[src/cpuArchPkg.sv]
`default_nettype none

package cpuArchPkg;

    // register file geometry
    localparam int dataWidth = 32;
    localparam int regAddrWidth = 5;

    // a register value and a register number
    typedef logic [dataWidth-1:0] wordT;
    typedef logic [regAddrWidth-1:0] regAddrT;

    // r0 reads as zero, so a write to it never forwards
    localparam regAddrT zeroReg = regAddrT'(0);

endpackage

`default_nettype wire

[src/forwardPkg.sv]
`default_nettype none

package forwardPkg;

    // producer slots, youngest first
    typedef enum logic [1:0] {
        srcIdEx,
        srcExMem,
        srcMemWb,
        srcWb
    } sourceIdxT;

    // decode sees every slot, including the ALU result still in ID/EX
    localparam int numDecodeSources = 4;

    // execute sees EX/MEM, MEM/WB and write-back
    localparam int numExeSources = 3;

    // first slot of the execute path, its array index 0
    localparam int exeSourceBase = int'(srcExMem);

endpackage

`default_nettype wire

[src/operandBypass.sv]
`timescale 1ns/1ns
`default_nettype none

module operandBypass
    import cpuArchPkg::*;
#(
    parameter int numSources = 3
) (
    input  regAddrT                 regNum,
    input  wordT                    fallback,
    input  regAddrT                 srcDest [numSources],
    input  logic [numSources-1:0]   srcWrite,
    input  wordT                    srcValue [numSources],
    output wordT                    operand,
    output logic                    hit
);

    logic [numSources-1:0] match;

    // a producer counts only when it writes a real register
    genvar g;
    generate
        for (g = 0; g < numSources; g++) begin : gMatch
            assign match[g] = srcWrite[g]
                              && (srcDest[g] != zeroReg)
                              && (srcDest[g] == regNum);
        end
    endgenerate

    // walk from oldest to youngest so the youngest match is left standing
    always_comb begin
        operand = fallback;
        hit = 1'b0;
        for (int i = numSources - 1; i >= 0; i--) begin
            if (match[i]) begin
                operand = srcValue[i];
                hit = 1'b1;
            end
        end
    end

endmodule

`default_nettype wire

[src/exeOperandStage.sv]
`timescale 1ns/1ns
`default_nettype none

module exeOperandStage
    import cpuArchPkg::*;
    import forwardPkg::*;
(
    input  logic    CLOCK,
    input  logic    RESET,

    // operands read in decode, now in ID/EX
    input  regAddrT exRs,
    input  regAddrT exRt,
    input  wordT    exValueA,
    input  wordT    exValueB,
    input  logic    exUsesImm,
    input  logic    exIsLink,

    // producers
    input  regAddrT exMemDest,
    input  logic    exMemWrite,
    input  wordT    exMemValue,
    input  regAddrT memWbDest,
    input  logic    memWbWrite,
    input  wordT    memWbValue,
    input  regAddrT wbDest,
    input  logic    wbWrite,
    input  wordT    wbValue,

    output wordT    exOperandA,
    output wordT    exOperandB,
    output logic    exeForward
);

    regAddrT                  srcDest [numExeSources];
    logic [numExeSources-1:0] srcWrite;
    wordT                     srcValue [numExeSources];

    wordT bypassA;
    wordT bypassB;
    logic hitA;
    logic hitB;

    wordT nextA;
    wordT nextB;
    logic nextForward;

    // producer table in priority order, ID/EX slot not present here
    always_comb begin
        srcDest[srcExMem - exeSourceBase]  = exMemDest;
        srcWrite[srcExMem - exeSourceBase] = exMemWrite;
        srcValue[srcExMem - exeSourceBase] = exMemValue;
        srcDest[srcMemWb - exeSourceBase]  = memWbDest;
        srcWrite[srcMemWb - exeSourceBase] = memWbWrite;
        srcValue[srcMemWb - exeSourceBase] = memWbValue;
        srcDest[srcWb - exeSourceBase]     = wbDest;
        srcWrite[srcWb - exeSourceBase]    = wbWrite;
        srcValue[srcWb - exeSourceBase]    = wbValue;
    end

    operandBypass #(.numSources(numExeSources)) i_bypassA (
        .regNum   (exRs),
        .fallback (exValueA),
        .srcDest  (srcDest),
        .srcWrite (srcWrite),
        .srcValue (srcValue),
        .operand  (bypassA),
        .hit      (hitA)
    );

    operandBypass #(.numSources(numExeSources)) i_bypassB (
        .regNum   (exRt),
        .fallback (exValueB),
        .srcDest  (srcDest),
        .srcWrite (srcWrite),
        .srcValue (srcValue),
        .operand  (bypassB),
        .hit      (hitB)
    );

    // link keeps the return address in A, immediates keep their value in B
    assign nextA = exIsLink ? exValueA : bypassA;
    assign nextB = exUsesImm ? exValueB : bypassB;

    // flag only forwards that reached an operand
    assign nextForward = (hitA && !exIsLink) || (hitB && !exUsesImm);

    always_ff @(posedge CLOCK) begin
        if (!RESET) begin
            exOperandA <= '0;
            exOperandB <= '0;
            exeForward <= 1'b0;
        end else begin
            exOperandA <= nextA;
            exOperandB <= nextB;
            exeForward <= nextForward;
        end
    end

endmodule

`default_nettype wire

[src/decodeForward.sv]
`timescale 1ns/1ns
`default_nettype none

module decodeForward
    import cpuArchPkg::*;
    import forwardPkg::*;
(
    // decode stage
    input  regAddrT idRs,
    input  regAddrT idRt,
    input  logic    isBranch,
    input  logic    isJumpReg,
    input  wordT    branchValueA,
    input  wordT    branchValueB,

    // producers, youngest first
    input  regAddrT idExDest,
    input  logic    idExWrite,
    input  wordT    aluResult,
    input  regAddrT exMemDest,
    input  logic    exMemWrite,
    input  logic    exMemRead,
    input  wordT    exMemValue,
    input  wordT    memReadData,
    input  regAddrT memWbDest,
    input  logic    memWbWrite,
    input  wordT    memWbValue,
    input  regAddrT wbDest,
    input  logic    wbWrite,
    input  wordT    wbValue,

    output wordT    branchOperandA,
    output wordT    branchOperandB,
    output logic    branchForward,
    output wordT    jumpTarget,
    output logic    jumpForward
);

    regAddrT                     srcDest [numDecodeSources];
    logic [numDecodeSources-1:0] srcWrite;
    wordT                        srcValue [numDecodeSources];

    logic hitRs;
    logic hitRt;
    logic hitJump;

    // a load in EX/MEM hands over the memory word instead of its address
    always_comb begin
        srcDest[srcIdEx]   = idExDest;
        srcWrite[srcIdEx]  = idExWrite;
        srcValue[srcIdEx]  = aluResult;
        srcDest[srcExMem]  = exMemDest;
        srcWrite[srcExMem] = exMemWrite;
        srcValue[srcExMem] = exMemRead ? memReadData : exMemValue;
        srcDest[srcMemWb]  = memWbDest;
        srcWrite[srcMemWb] = memWbWrite;
        srcValue[srcMemWb] = memWbValue;
        srcDest[srcWb]     = wbDest;
        srcWrite[srcWb]    = wbWrite;
        srcValue[srcWb]    = wbValue;
    end

    operandBypass #(.numSources(numDecodeSources)) i_bypassRs (
        .regNum   (idRs),
        .fallback (branchValueA),
        .srcDest  (srcDest),
        .srcWrite (srcWrite),
        .srcValue (srcValue),
        .operand  (branchOperandA),
        .hit      (hitRs)
    );

    operandBypass #(.numSources(numDecodeSources)) i_bypassRt (
        .regNum   (idRt),
        .fallback (branchValueB),
        .srcDest  (srcDest),
        .srcWrite (srcWrite),
        .srcValue (srcValue),
        .operand  (branchOperandB),
        .hit      (hitRt)
    );

    // jr target, kept apart from the branch compare path
    operandBypass #(.numSources(numDecodeSources)) i_bypassJump (
        .regNum   (idRs),
        .fallback (branchValueA),
        .srcDest  (srcDest),
        .srcWrite (srcWrite),
        .srcValue (srcValue),
        .operand  (jumpTarget),
        .hit      (hitJump)
    );

    assign branchForward = isBranch && (hitRs || hitRt);
    assign jumpForward = isJumpReg && hitJump;

endmodule

`default_nettype wire

[src/forwardUnit.sv]
`timescale 1ns/1ns
`default_nettype none

module forwardUnit
    import cpuArchPkg::*;
(
    input  logic    CLOCK,
    input  logic    RESET,

    // decode
    input  regAddrT idRs,
    input  regAddrT idRt,
    input  logic    isBranch,
    input  logic    isJumpReg,
    input  wordT    branchValueA,
    input  wordT    branchValueB,

    // ID/EX
    input  regAddrT exRs,
    input  regAddrT exRt,
    input  wordT    exValueA,
    input  wordT    exValueB,
    input  logic    exUsesImm,
    input  logic    exIsLink,
    input  regAddrT idExDest,
    input  logic    idExWrite,
    input  wordT    aluResult,

    // EX/MEM
    input  regAddrT exMemDest,
    input  logic    exMemWrite,
    input  logic    exMemRead,
    input  wordT    exMemValue,
    input  wordT    memReadData,

    // MEM/WB
    input  regAddrT memWbDest,
    input  logic    memWbWrite,
    input  wordT    memWbValue,

    // register file write port
    input  regAddrT wbDest,
    input  logic    wbWrite,
    input  wordT    wbValue,

    // to execute, one cycle later
    output wordT    exOperandA,
    output wordT    exOperandB,
    output logic    exeForward,

    // to decode, same cycle
    output wordT    branchOperandA,
    output wordT    branchOperandB,
    output logic    branchForward,
    output wordT    jumpTarget,
    output logic    jumpForward
);

    exeOperandStage i_exeOperandStage (
        .CLOCK      (CLOCK),
        .RESET      (RESET),
        .exRs       (exRs),
        .exRt       (exRt),
        .exValueA   (exValueA),
        .exValueB   (exValueB),
        .exUsesImm  (exUsesImm),
        .exIsLink   (exIsLink),
        .exMemDest  (exMemDest),
        .exMemWrite (exMemWrite),
        .exMemValue (exMemValue),
        .memWbDest  (memWbDest),
        .memWbWrite (memWbWrite),
        .memWbValue (memWbValue),
        .wbDest     (wbDest),
        .wbWrite    (wbWrite),
        .wbValue    (wbValue),
        .exOperandA (exOperandA),
        .exOperandB (exOperandB),
        .exeForward (exeForward)
    );

    // branch and jr resolved in decode
    decodeForward i_decodeForward (
        .idRs           (idRs),
        .idRt           (idRt),
        .isBranch       (isBranch),
        .isJumpReg      (isJumpReg),
        .branchValueA   (branchValueA),
        .branchValueB   (branchValueB),
        .idExDest       (idExDest),
        .idExWrite      (idExWrite),
        .aluResult      (aluResult),
        .exMemDest      (exMemDest),
        .exMemWrite     (exMemWrite),
        .exMemRead      (exMemRead),
        .exMemValue     (exMemValue),
        .memReadData    (memReadData),
        .memWbDest      (memWbDest),
        .memWbWrite     (memWbWrite),
        .memWbValue     (memWbValue),
        .wbDest         (wbDest),
        .wbWrite        (wbWrite),
        .wbValue        (wbValue),
        .branchOperandA (branchOperandA),
        .branchOperandB (branchOperandB),
        .branchForward  (branchForward),
        .jumpTarget     (jumpTarget),
        .jumpForward    (jumpForward)
    );

endmodule

`default_nettype wire

[config.mk]
export PLATFORM = sky130hd
export DESIGN_NAME = forwardUnit
export DESIGN_NICKNAME = d
export VERILOG_FILES = /design/src/cpuArchPkg.sv /design/src/forwardPkg.sv /design/src/operandBypass.sv /design/src/exeOperandStage.sv /design/src/decodeForward.sv /design/src/forwardUnit.sv
export SDC_FILE = /design/constraint.sdc
export NUM_CORES = 1
export LEC_CHECK = 0
export BUFFER_PORTS_ARGS = -buffer_cell sky130_fd_sc_hd__buf_2
export CAP_MARGIN = 40
export CORE_AREA = 3 3 193 195
export DETAILED_ROUTE_END_ITERATION = 8
export DIE_AREA = 0 0 196 198
export GPL_ROUTABILITY_DRIVEN = 0
export GPL_TIMING_DRIVEN = 0
export PLACE_DENSITY_LB_ADDON = 0.2
export SYNTH_ARGS = -nofsm -noshare
export SYNTH_HDL_FRONTEND = slang
export SYNTH_SLANG_ARGS = --single-unit
[constraint.sdc]
create_clock -name CLOCK -period 2.05 [get_ports CLOCK]
set_input_delay 0.1025 -clock CLOCK [delete_from_list [all_inputs] [get_ports CLOCK]]
set_output_delay 0.1025 -clock CLOCK [all_outputs]
set_load 0.02 [all_outputs]
==> flow_metrics.py, run 1 <==
metrics = {
    "placed_design": {
        "portBuffers": 483,
        "placement.cell_area_mm2": 0.0128,
        "post-place-cells": 2129,
        "dp_hpwl_um": 49700,
    },
    "global_route": {
        "grt_usage_pct": 32.3,
        "grt_overflow": 0,
        "grt_max_degree": 13,
        "antenna_found_initial": 2,
        "grt_pass1_wl_um": 92300,
        "grt_pass1_vias": 13700,
    },
    "logic_synthesis": {
        "synth_top_area_cell": "dfxtp_1",
        "syn_avg_cell_area_um2": 7.61,
        "yosys_warnings": 0,
        "synth_top_area_share_pct": 14.5,
        "synth-async-reset-ratio_pct": 0,
        "ys_types": 58,
        "ys_ff_latch": 65,
        "synth_edf_count": 0,
        "synth_common_cells": "mux2i_1, clkbuf_1, inv_1",
        "synth_area_mm2": 0.00896,
        "ys_seq_area_share_pct": 14.5,
        "synth_cells": 1177,
        "syn_nets": 1516,
        "synth_area_leaders": "dfxtp_1, mux2i_1, o41ai_1",
        "yosysMostFrequentCell": "mux2i_1",
        "ys.flop_type": "dfxtp_1",
    },
    "layout": {
        "n_fill_cell": 3342,
        "area_growth_pct": 106,
        "drive_gt1_share_pct": 61.6,
        "nets": 2128,
        "layoutNonFillerInstCount": 2259,
        "stdcell_area_mm2": 0.0185,
    },
    "sta": {
        "layout_min_cycle_time_ns": 2.38,
        "setup_ws_ns": -0.330,
        "fmax_mhz": 420,
        "fin_crit_sh_pct": 116,
        "timing.final.hold_violations": 1,
        "slew_headroom_pct": 19.4,
        "tns_ns": -24.99,
        "rsz0062_at_grt": "true",
        "maxSlewViolCount": 0,
        "fin_hold_ws_ns": -0.00388,
        "worstMarginPinSlew_ns": 1.21,
        "setup_viol": 161,
    },
    "clock_tree": {
        "htreeDepth": 3,
        "clk_path_buf_depth": 2,
        "cts_tree": "yes",
        "clockRootBuffer": "clkbuf_16",
        "numCtsBuffers": 9,
        "clk_pin_slew_ns": 0.06,
        "cts_num_sinks": 65,
    },
    "status": {
        "violations": "negative hold slack, negative setup slack",
        "status": "finished with violations",
    },
    "power_and_ir_drop": {
        "p_total_mw": 7.18,
        "p_switching_mw": 3.06,
        "internal_power_mw": 4.12,
        "peakVddDrop_mv": 0.403,
        "p_clk_share_pct": 24.0,
        "p_seq_share_pct": 19.2,
        "pwr_density_cell_mw_per_mm2": 389,
        "combPwrFrac_pct": 56.9,
        "netSwitchingFraction_pct": 42.6,
        "leakage_nw": 7.94,
    },
    "detailed_routing": {
        "drc": 0,
        "drtIter0Drc": 1248,
        "ant_nets": 0,
        "wl_per_cell_um": 30.6,
        "viasPerCell": 6.03,
        "first_pass_iters": 5,
        "vias": 13600,
        "wl_um": 69100,
    },
    "min_path": {
        "hold_path.class": "input pin to register",
    },
    "worst_setup_path": {
        "cp_max_fo": 6,
        "critPathRequiredTime_ns": 1.95,
        "crit_path_frequent_cell": "buf_6",
        "critPathKind": "input pin to output port",
        "slowest_delay_ns": 0.54,
        "path_cells": "buf_12, or4_4, o21ai_4, nor4_4, buf_6, buf_12, or3b_4, a32oi_4, buf_6, buf_6",
        "arrival_ns": 2.28,
        "end_kind": "output port",
        "crit_slowest_cell": "or4_4",
        "worst_setup_path_start_kind": "input pin",
    },
    "floorplan": {
        "row_count": 69,
        "core_mm2": 0.0356,
        "initial_utilization_pct": 25.2,
        "dieWidth_um": 196,
        "io_pins": 502,
        "fp.dieArea_mm2": 0.0388,
        "die_h_um": 198,
    },
    "run": {
        "drv_cap": 0,
    },
}
cell type report:
type | instances | area, um^2 | area share, %
repair buffers | 607 | 4660 | 25.2
flip-flops and latches | 65 | 1300 | 7.04
diodes | 4 | 10.0 | 0.0542
clock buffers | 10 | 239 | 1.29
well taps | 461 | 577 | 3.12
clock inverters | 6 | 66.3 | 0.359
inverters | 98 | 368 | 1.99
plain buffers | 186 | 2000 | 10.8
multi-input cells | 822 | 9250 | 50.1
worst max-delay path: cells and delay by family:
kind	cells	cell delay, ns
buffers and inverters	5	0.64
AO/OA/AOI/OAI	2	0.51
AND/OR/NAND/NOR	3	1.02
sequential cells by signal, indices dropped and copies added, names as in the netlist:
name	flops
i_exeOperandStage.exOperandA	32
i_exeOperandStage.exOperandB	32
i_exeOperandStage.exeForward	1
layer usage:
| layer | wire length [um] | global-route usage, % | vias up |
|---|---|---|---|
| met5 | 0 | 0 | - |
| met2 | 32500 | 52.6 | 987 |
| met1 | 26900 | 40.6 | 6641 |
| met4 | 3130 | 15.0 | 0 |
| li1 | - | - | 5801 |
| met3 | 6490 | 7.47 | 203 |
logic make-up after synthesis:
kind of cell | count (synthesis) | share of synthesized area (%)
buf+inv | 290 | 15.0
simple gates | 279 | 19.5
xor+xnor | 70 | 6.84
flops | 65 | 14.5
compound gates | 350 | 30.4
mux | 123 | 13.8
per-stage QoR:
| step | worst slack (ns) | util [%] |
|---|---|---|
| floorplan | -0.106 | - |
| global placement | -1.31 | 35.6 |
| detailed placement | -1.16 | 35.9 |
| CTS | -0.368 | 44.4 |
| global route | -0.346 | 51.9 |
| finish | -0.330 | 51.9 |
final timing paths:
check	start	to	slack [ns]	cells past startpoint
setup / recovery	exMemDest[4]	jumpTarget[31]	-0.33	10
hold / removal	exValueB[15]	i_exeOperandStage.exOperandB[15]	-0.004	3
power groups by stage:
stage | combinational [mW] | sequential (mW) | clock, mW
after floorplan | 1.50 | 1.50 | 0
after global placement | 2.85 | 1.40 | 0
after detailed placement | 2.87 | 1.40 | 0
after CTS | 3.52 | 1.38 | 1.71
after global routing | 4.23 | 1.38 | 1.76
final | 4.08 | 1.38 | 1.72
cells in the final DEF (no fill, tap or decap), types with 29 or more instances in the layout:
master	instances
nand4_1	40
buf_6	162
a21oi_2	32
o41ai_2	30
o21ai_0	32
nand4b_1	31
nor2_1	33
o31ai_4	34
xnor2_1	35
buf_12	44
buf_2	390
clkbuf_16	34
clkbuf_1	35
clkbuf_2	29
mux2i_1	95
inv_1	96
a221oi_2	39
dfxtp_1	65
buf_4	56
xor2_1	31
or4_1	29
nand3_1	36
or3_1	29
a32o_2	31
a211oi_4	31
timing repair:
item,4_1_cts,5_1_grt
endpoints found under the setup margin,162,160
hold buffers,16,0
gates resized for setup,494,439
endpoints found under the hold margin,16,0
setup buffers,40,43
pin swaps,73,137
cloned,9,12
Note: power is estimated with default switching activity, not from simulation.
==> run 2: changes to the inputs <==
--- a/config.mk
+++ b/config.mk
@@ -8,11 +8,13 @@
 export BUFFER_PORTS_ARGS = -buffer_cell sky130_fd_sc_hd__buf_2
 export CAP_MARGIN = 40
 export CORE_AREA = 3 3 193 195
+export CTS_CLUSTER_SIZE = 25
 export DETAILED_ROUTE_END_ITERATION = 8
 export DIE_AREA = 0 0 196 198
 export GPL_ROUTABILITY_DRIVEN = 0
 export GPL_TIMING_DRIVEN = 0
 export PLACE_DENSITY_LB_ADDON = 0.2
+export REMOVE_ABC_BUFFERS = 1
 export SYNTH_ARGS = -nofsm -noshare
 export SYNTH_HDL_FRONTEND = slang
 export SYNTH_SLANG_ARGS = --single-unit
==> flow_metrics.py, run 2 (synthesis gave the netlist of run 1 again) <==
metrics = {
    "layout": {
        "area_growth_pct": 87.5,
        "stdcell_area_mm2": 0.0168,
        "layout_commonest_cell": "buf_2",
        "n_fill_cell": 3384,
        "drive_gt1_share_pct": 56.4,
        "top_regs": "i_exeOperandStage.exOperandA x32, i_exeOperandStage.exOperandB x32, i_exeOperandStage.exeForward x1",
        "nets": 2061,
        "final_cell_mix": "buf_2, buf_6, mux2i_1",
    },
    "floorplan": {
        "io_pins": 502,
        "initial_utilization_pct": 25.2,
        "die_h_um": 198,
        "fp.dieArea_mm2": 0.0388,
        "dieWidth_um": 196,
        "core_mm2": 0.0356,
        "row_count": 69,
    },
    "status": {
        "violations": "negative setup slack",
        "status": "finished with violations",
    },
    "clock_tree": {
        "clockRootBuffer": "clkbuf_16",
        "cts_num_sinks": 65,
        "numCtsBuffers": 9,
        "clk_pin_slew_ns": 0.07,
        "cts_tree": "yes",
        "clk_path_buf_depth": 2,
        "htreeDepth": 3,
    },
    "sta": {
        "fin_hold_ws_ns": 0.0130,
        "layout_min_cycle_time_ns": 2.38,
        "setup_viol": 129,
        "tns_ns": -25.47,
        "timing.final.hold_violations": 0,
        "setup_ws_ns": -0.331,
        "rsz0062_at_grt": "true",
        "maxSlewViolCount": 0,
        "worstMarginPinSlew_ns": 0.876,
        "fin_crit_sh_pct": 116,
        "fmax_mhz": 420,
        "slew_headroom_pct": 41.6,
    },
    "global_route": {
        "grt_max_degree": 39,
        "top_usage_layer": "met2",
        "grt_usage_pct": 31.5,
        "grt_pass1_wl_um": 92200,
        "global_route.usage.met3_pct": 6.72,
        "met2_usage_pct": 50.0,
        "grt_pass1_vias": 13800,
        "grt_overflow": 0,
        "antenna_found_initial": 3,
        "met1_usage_pct": 40.2,
    },
    "worst_setup_path": {
        "slowest_delay_ns": 0.54,
        "arrival_ns": 2.28,
        "end_kind": "output port",
        "cp_max_fo": 8,
        "crit_path_frequent_cell": "buf_6",
        "critPathKind": "input pin to output port",
        "critPathRequiredTime_ns": 1.95,
        "crit_slowest_cell": "or4_4",
        "path_cells": "buf_8, or4_4, o21ai_4, buf_6, nor4_4, buf_6, buf_12, or3_4, a32o_2, buf_6",
        "worst_setup_path_start_kind": "input pin",
    },
    "detailed_routing": {
        "drtIter0Drc": 1360,
        "wl_per_cell_um": 30.4,
        "first_pass_iters": 5,
        "wl_um": 66500,
        "vias": 13500,
        "ant_nets": 0,
        "viasPerCell": 6.19,
        "drc": 0,
    },
    "placed_design": {
        "portBuffers": 501,
        "placement.cell_area_mm2": 0.0122,
        "dp_hpwl_um": 43500,
        "pre_cts_slack_ns": -1.33,
    },
    "power_and_ir_drop": {
        "pwr_density_cell_mw_per_mm2": 400,
        "peakVddDrop_mv": 0.296,
        "netSwitchingFraction_pct": 42.6,
        "p_total_mw": 6.72,
        "leakage_nw": 7.44,
        "p_seq_share_pct": 20.4,
        "p_switching_mw": 2.86,
        "internal_power_mw": 3.86,
        "combPwrFrac_pct": 56.4,
        "p_clk_share_pct": 23.2,
    },
    "min_path": {
        "hold_path.class": "input pin to register",
        "min_from": "exValueA[31]",
        "min_to": "i_exeOperandStage.exOperandA[31]",
        "whs_path_depth": 3,
    },
    "run": {
        "drv_cap": 0,
    },
}
run 2: cell count changes in the layout (fill, tap and decap cells not counted), moves of 23 or more:
| cell | before | now |
|---|---|---|
| a211oi_4 | 31 | 8 |
| o41ai_1 | 2 | 45 |
| clkbuf_1 | 35 | 2 |
| clkbuf_2 | 29 | 0 |
| o41ai_4 | 28 | 4 |
| buf_4 | 56 | 90 |
| a21oi_1 | 7 | 30 |
run 2: stage by stage:
stage | cells | util, %
after floorplan | 985 | -
after global placement | 1947 | 31.1
after detailed placement | 2015 | 34.3
after CTS | 2152 | 43.9
after global routing | 2189 | 47.2
final | 2189 | 47.2
run 2: how the worst max path moves through the flow:
stage | slack (ns) | from | depth (start not counted) | to
6_report | -0.33 | exMemDest[2] | 10 | branchOperandA[26]
5_1_grt | -0.36 | exMemDest[2] | 10 | branchOperandA[26]
4_1_cts | -0.29 | exMemDest[4] | 10 | branchOperandA[26]
3_5_place_dp | -1.33 | memWbDest[1] | 10 | i_exeOperandStage.exOperandB[7]
3_3_place_gp | -9.37 | exMemDest[3] | 6 | i_exeOperandStage.exOperandB[7]
2_1_floorplan | -4.44 | idExDest[3] | 4 | branchOperandA[31]
run 2: power groups by stage:
stage / sequential [mW] / combinational, mW / clock [mW]
5_1_grt: 1.38 / 3.92 / 1.64
3_5_place_dp: 1.40 / 2.68 / 0
3_3_place_gp: 1.40 / 2.47 / 0
6_report: 1.37 / 3.79 / 1.56
2_1_floorplan: 1.50 / 1.13 / 0
4_1_cts: 1.37 / 3.42 / 1.60
run 2: what timing repair did:
| action | 4_1_cts | 5_1_grt |
|---|---|---|
| pin swaps | 131 | 59 |
| cloned | 14 | 6 |
| hold buffers | 10 | 0 |
| setup buffers | 100 | 39 |
| hold endpoints to repair | 10 | 0 |
| resized for setup | 458 | 159 |
| endpoints found under the setup margin | 162 | 158 |
run 2: layout make-up:
type | instances | area, um^2 | area share [%]
Antenna cell | 1 | 2.50 | 0.0149
Clock buffer | 12 | 246 | 1.47
Clock inverter | 4 | 28.8 | 0.171
Inverter | 98 | 370 | 2.21
Multi-Input combinational cell | 826 | 8100 | 48.2
Sequential cell | 65 | 1300 | 7.75
Tap cell | 461 | 577 | 3.43
Timing Repair Buffer | 722 | 6170 | 36.8
run 2: worst max-delay path: cells and delay by family:
family / cells / cell delay (ns)
compound gates: 2 / 0.53
buf+inv: 5 / 0.69
simple gates: 3 / 0.93
run 2: metal layers:
metal  vias up  wire length, um
met4         4             3530
met5         -               21
li1       5698                -
met2      1071            29800
met3       231             7160
met1      6545            25900
==> run 3: changes to the inputs <==
--- a/config.mk
+++ b/config.mk
@@ -8,7 +8,7 @@
 export BUFFER_PORTS_ARGS = -buffer_cell sky130_fd_sc_hd__buf_2
 export CAP_MARGIN = 40
 export CORE_AREA = 3 3 193 195
-export CTS_CLUSTER_SIZE = 25
+export CTS_CLUSTER_SIZE = 20
 export DETAILED_ROUTE_END_ITERATION = 8
 export DIE_AREA = 0 0 196 198
 export GPL_ROUTABILITY_DRIVEN = 0
==> constraint.sdc (replaced) <==
create_clock -name CLOCK -period 3 [get_ports CLOCK]
set_input_delay 0.45 -clock CLOCK [delete_from_list [all_inputs] [get_ports CLOCK]]
set_output_delay 0.45 -clock CLOCK [all_outputs]
set_load 0.02 [all_outputs]
==> flow_metrics.py, run 3 (synthesis gave the netlist of run 1 again) <==
metrics = {
    "floorplan": {
        "dieWidth_um": 196,
        "fp.dieArea_mm2": 0.0388,
        "core_mm2": 0.0356,
        "io_pins": 502,
        "initial_utilization_pct": 25.2,
        "die_h_um": 198,
        "row_count": 69,
    },
    "global_route": {
        "grt_pass1_vias": 12900,
        "antenna_found_initial": 2,
        "grt_pass1_wl_um": 85000,
        "grt_max_degree": 39,
        "grt_overflow": 0,
        "grt_usage_pct": 28.9,
    },
    "detailed_routing": {
        "wl_um": 60500,
        "vias": 12800,
        "wl_per_cell_um": 28.8,
        "drtIter0Drc": 1293,
        "ant_nets": 0,
        "drc": 0,
        "viasPerCell": 6.11,
        "first_pass_iters": 6,
    },
    "sta": {
        "timing.final.hold_violations": 0,
        "setup_viol": 32,
        "slew_headroom_pct": 41.5,
        "fin_hold_ws_ns": 0.354,
        "setup_ws_ns": -0.0884,
        "rsz0062_at_grt": "true",
        "fmax_mhz": 324,
        "layout_min_cycle_time_ns": 3.09,
        "maxSlewViolCount": 0,
        "fin_crit_sh_pct": 103,
        "worstMarginPinSlew_ns": 0.877,
        "tns_ns": -0.671,
    },
    "placed_design": {
        "post-place-cells": 2015,
        "dp_hpwl_um": 43500,
        "portBuffers": 501,
    },
    "layout": {
        "nets": 1973,
        "final_cell_mix": "buf_2, mux2i_1, buf_6",
        "drive_gt1_share_pct": 47.8,
        "final_core_util_pct": 40.1,
        "layoutNonFillerInstCount": 2102,
        "area_growth_pct": 59.3,
        "top_regs": "i_exeOperandStage.exOperandA x32, i_exeOperandStage.exOperandB x32, i_exeOperandStage.exeForward x1",
        "layout_commonest_cell": "buf_2",
    },
    "worst_setup_path": {
        "crit_slowest_cell": "or4_4",
        "crit_family": "compound AO/OA/AOI/OAI gates",
        "worst_setup_path_start_kind": "input pin",
        "slowest_delay_ns": 0.55,
        "arrival_ns": 2.64,
        "cp_max_fo": 16,
        "path_buf_inv": 5,
        "path_cells": "buf_2, or4_4, o21ai_4, buf_4, or4_4, buf_12, o31ai_4, buf_12, o41a_1, buf_6",
        "critPathKind": "input pin to output port",
        "critPathRequiredTime_ns": 2.55,
        "end_kind": "output port",
    },
    "run": {
        "drv_cap": 0,
    },
    "clock_tree": {
        "htreeDepth": 3,
        "cts_num_sinks": 65,
        "cts_tree": "yes",
        "clockRootBuffer": "clkbuf_16",
        "numCtsBuffers": 9,
        "clk_pin_slew_ns": 0.07,
        "clk_path_buf_depth": 2,
        "hold_buffers": 0,
    },
    "power_and_ir_drop": {
        "pwr_density_cell_mw_per_mm2": 292,
        "leakage_nw": 6.57,
        "p_total_mw": 4.17,
        "peakVddDrop_mv": 0.198,
    },
    "min_path": {
        "hold_path.class": "input pin to register",
    },
    "status": {
        "status": "finished with violations",
        "violations": "negative setup slack",
    },
}
run 3: cell type report:
cell class,count,area [um^2]
sequential,65,1300
tap,461,577
antenna,2,5.00
clock buffer,12,246
fill,3677,21300
clock inverter,4,28.8
timing repair buffer,634,4800
multi-input combinational,826,6950
inverter,98,369
run 3: per-layer routing:
layer | vias to the layer above | routed length (um) | GRT usage [%]
met4 | 0 | 2280 | 12.2
li1 | 5498 | - | -
met2 | 983 | 27900 | 47.0
met3 | 154 | 6300 | 6.38
met1 | 6202 | 23900 | 36.9
met5 | - | 0 | 0
run 3: repair_timing:
| item | 4_1_cts | 5_1_grt |
|---|---|---|
| buffers inserted | 44 | 18 |
| pin swaps | 46 | 42 |
| gates cloned | 7 | 1 |
| hold endpoints to repair | 0 | 0 |
| resized for setup | 172 | 141 |
| setup endpoints to repair | 161 | 114 |
run 3: power breakdown:
group	internal (mW)	switching, mW
Clock	0.585	0.474
Combinational	0.891	1.29
Sequential	0.919	0.0171
run 3: worst paths after layout:
check	start	end	slack, ns	cells after the start
setup / recovery	idExDest[0]	branchForward	-0.09	10
hold / removal	exValueA[16]	i_exeOperandStage.exOperandA[16]	0.35	3
run 3: metrics by stage:
| step | setup slack, ns | cell area (um^2) |
|---|---|---|
| 2_1_floorplan | -4.18 | 7990 |
| 3_3_place_gp | -8.76 | 11100 |
| 3_5_place_dp | -1.05 | 12200 |
| 4_1_cts | -0.125 | 13500 |
| 5_1_grt | -0.208 | 14300 |
| 6_report | -0.0884 | 14300 |
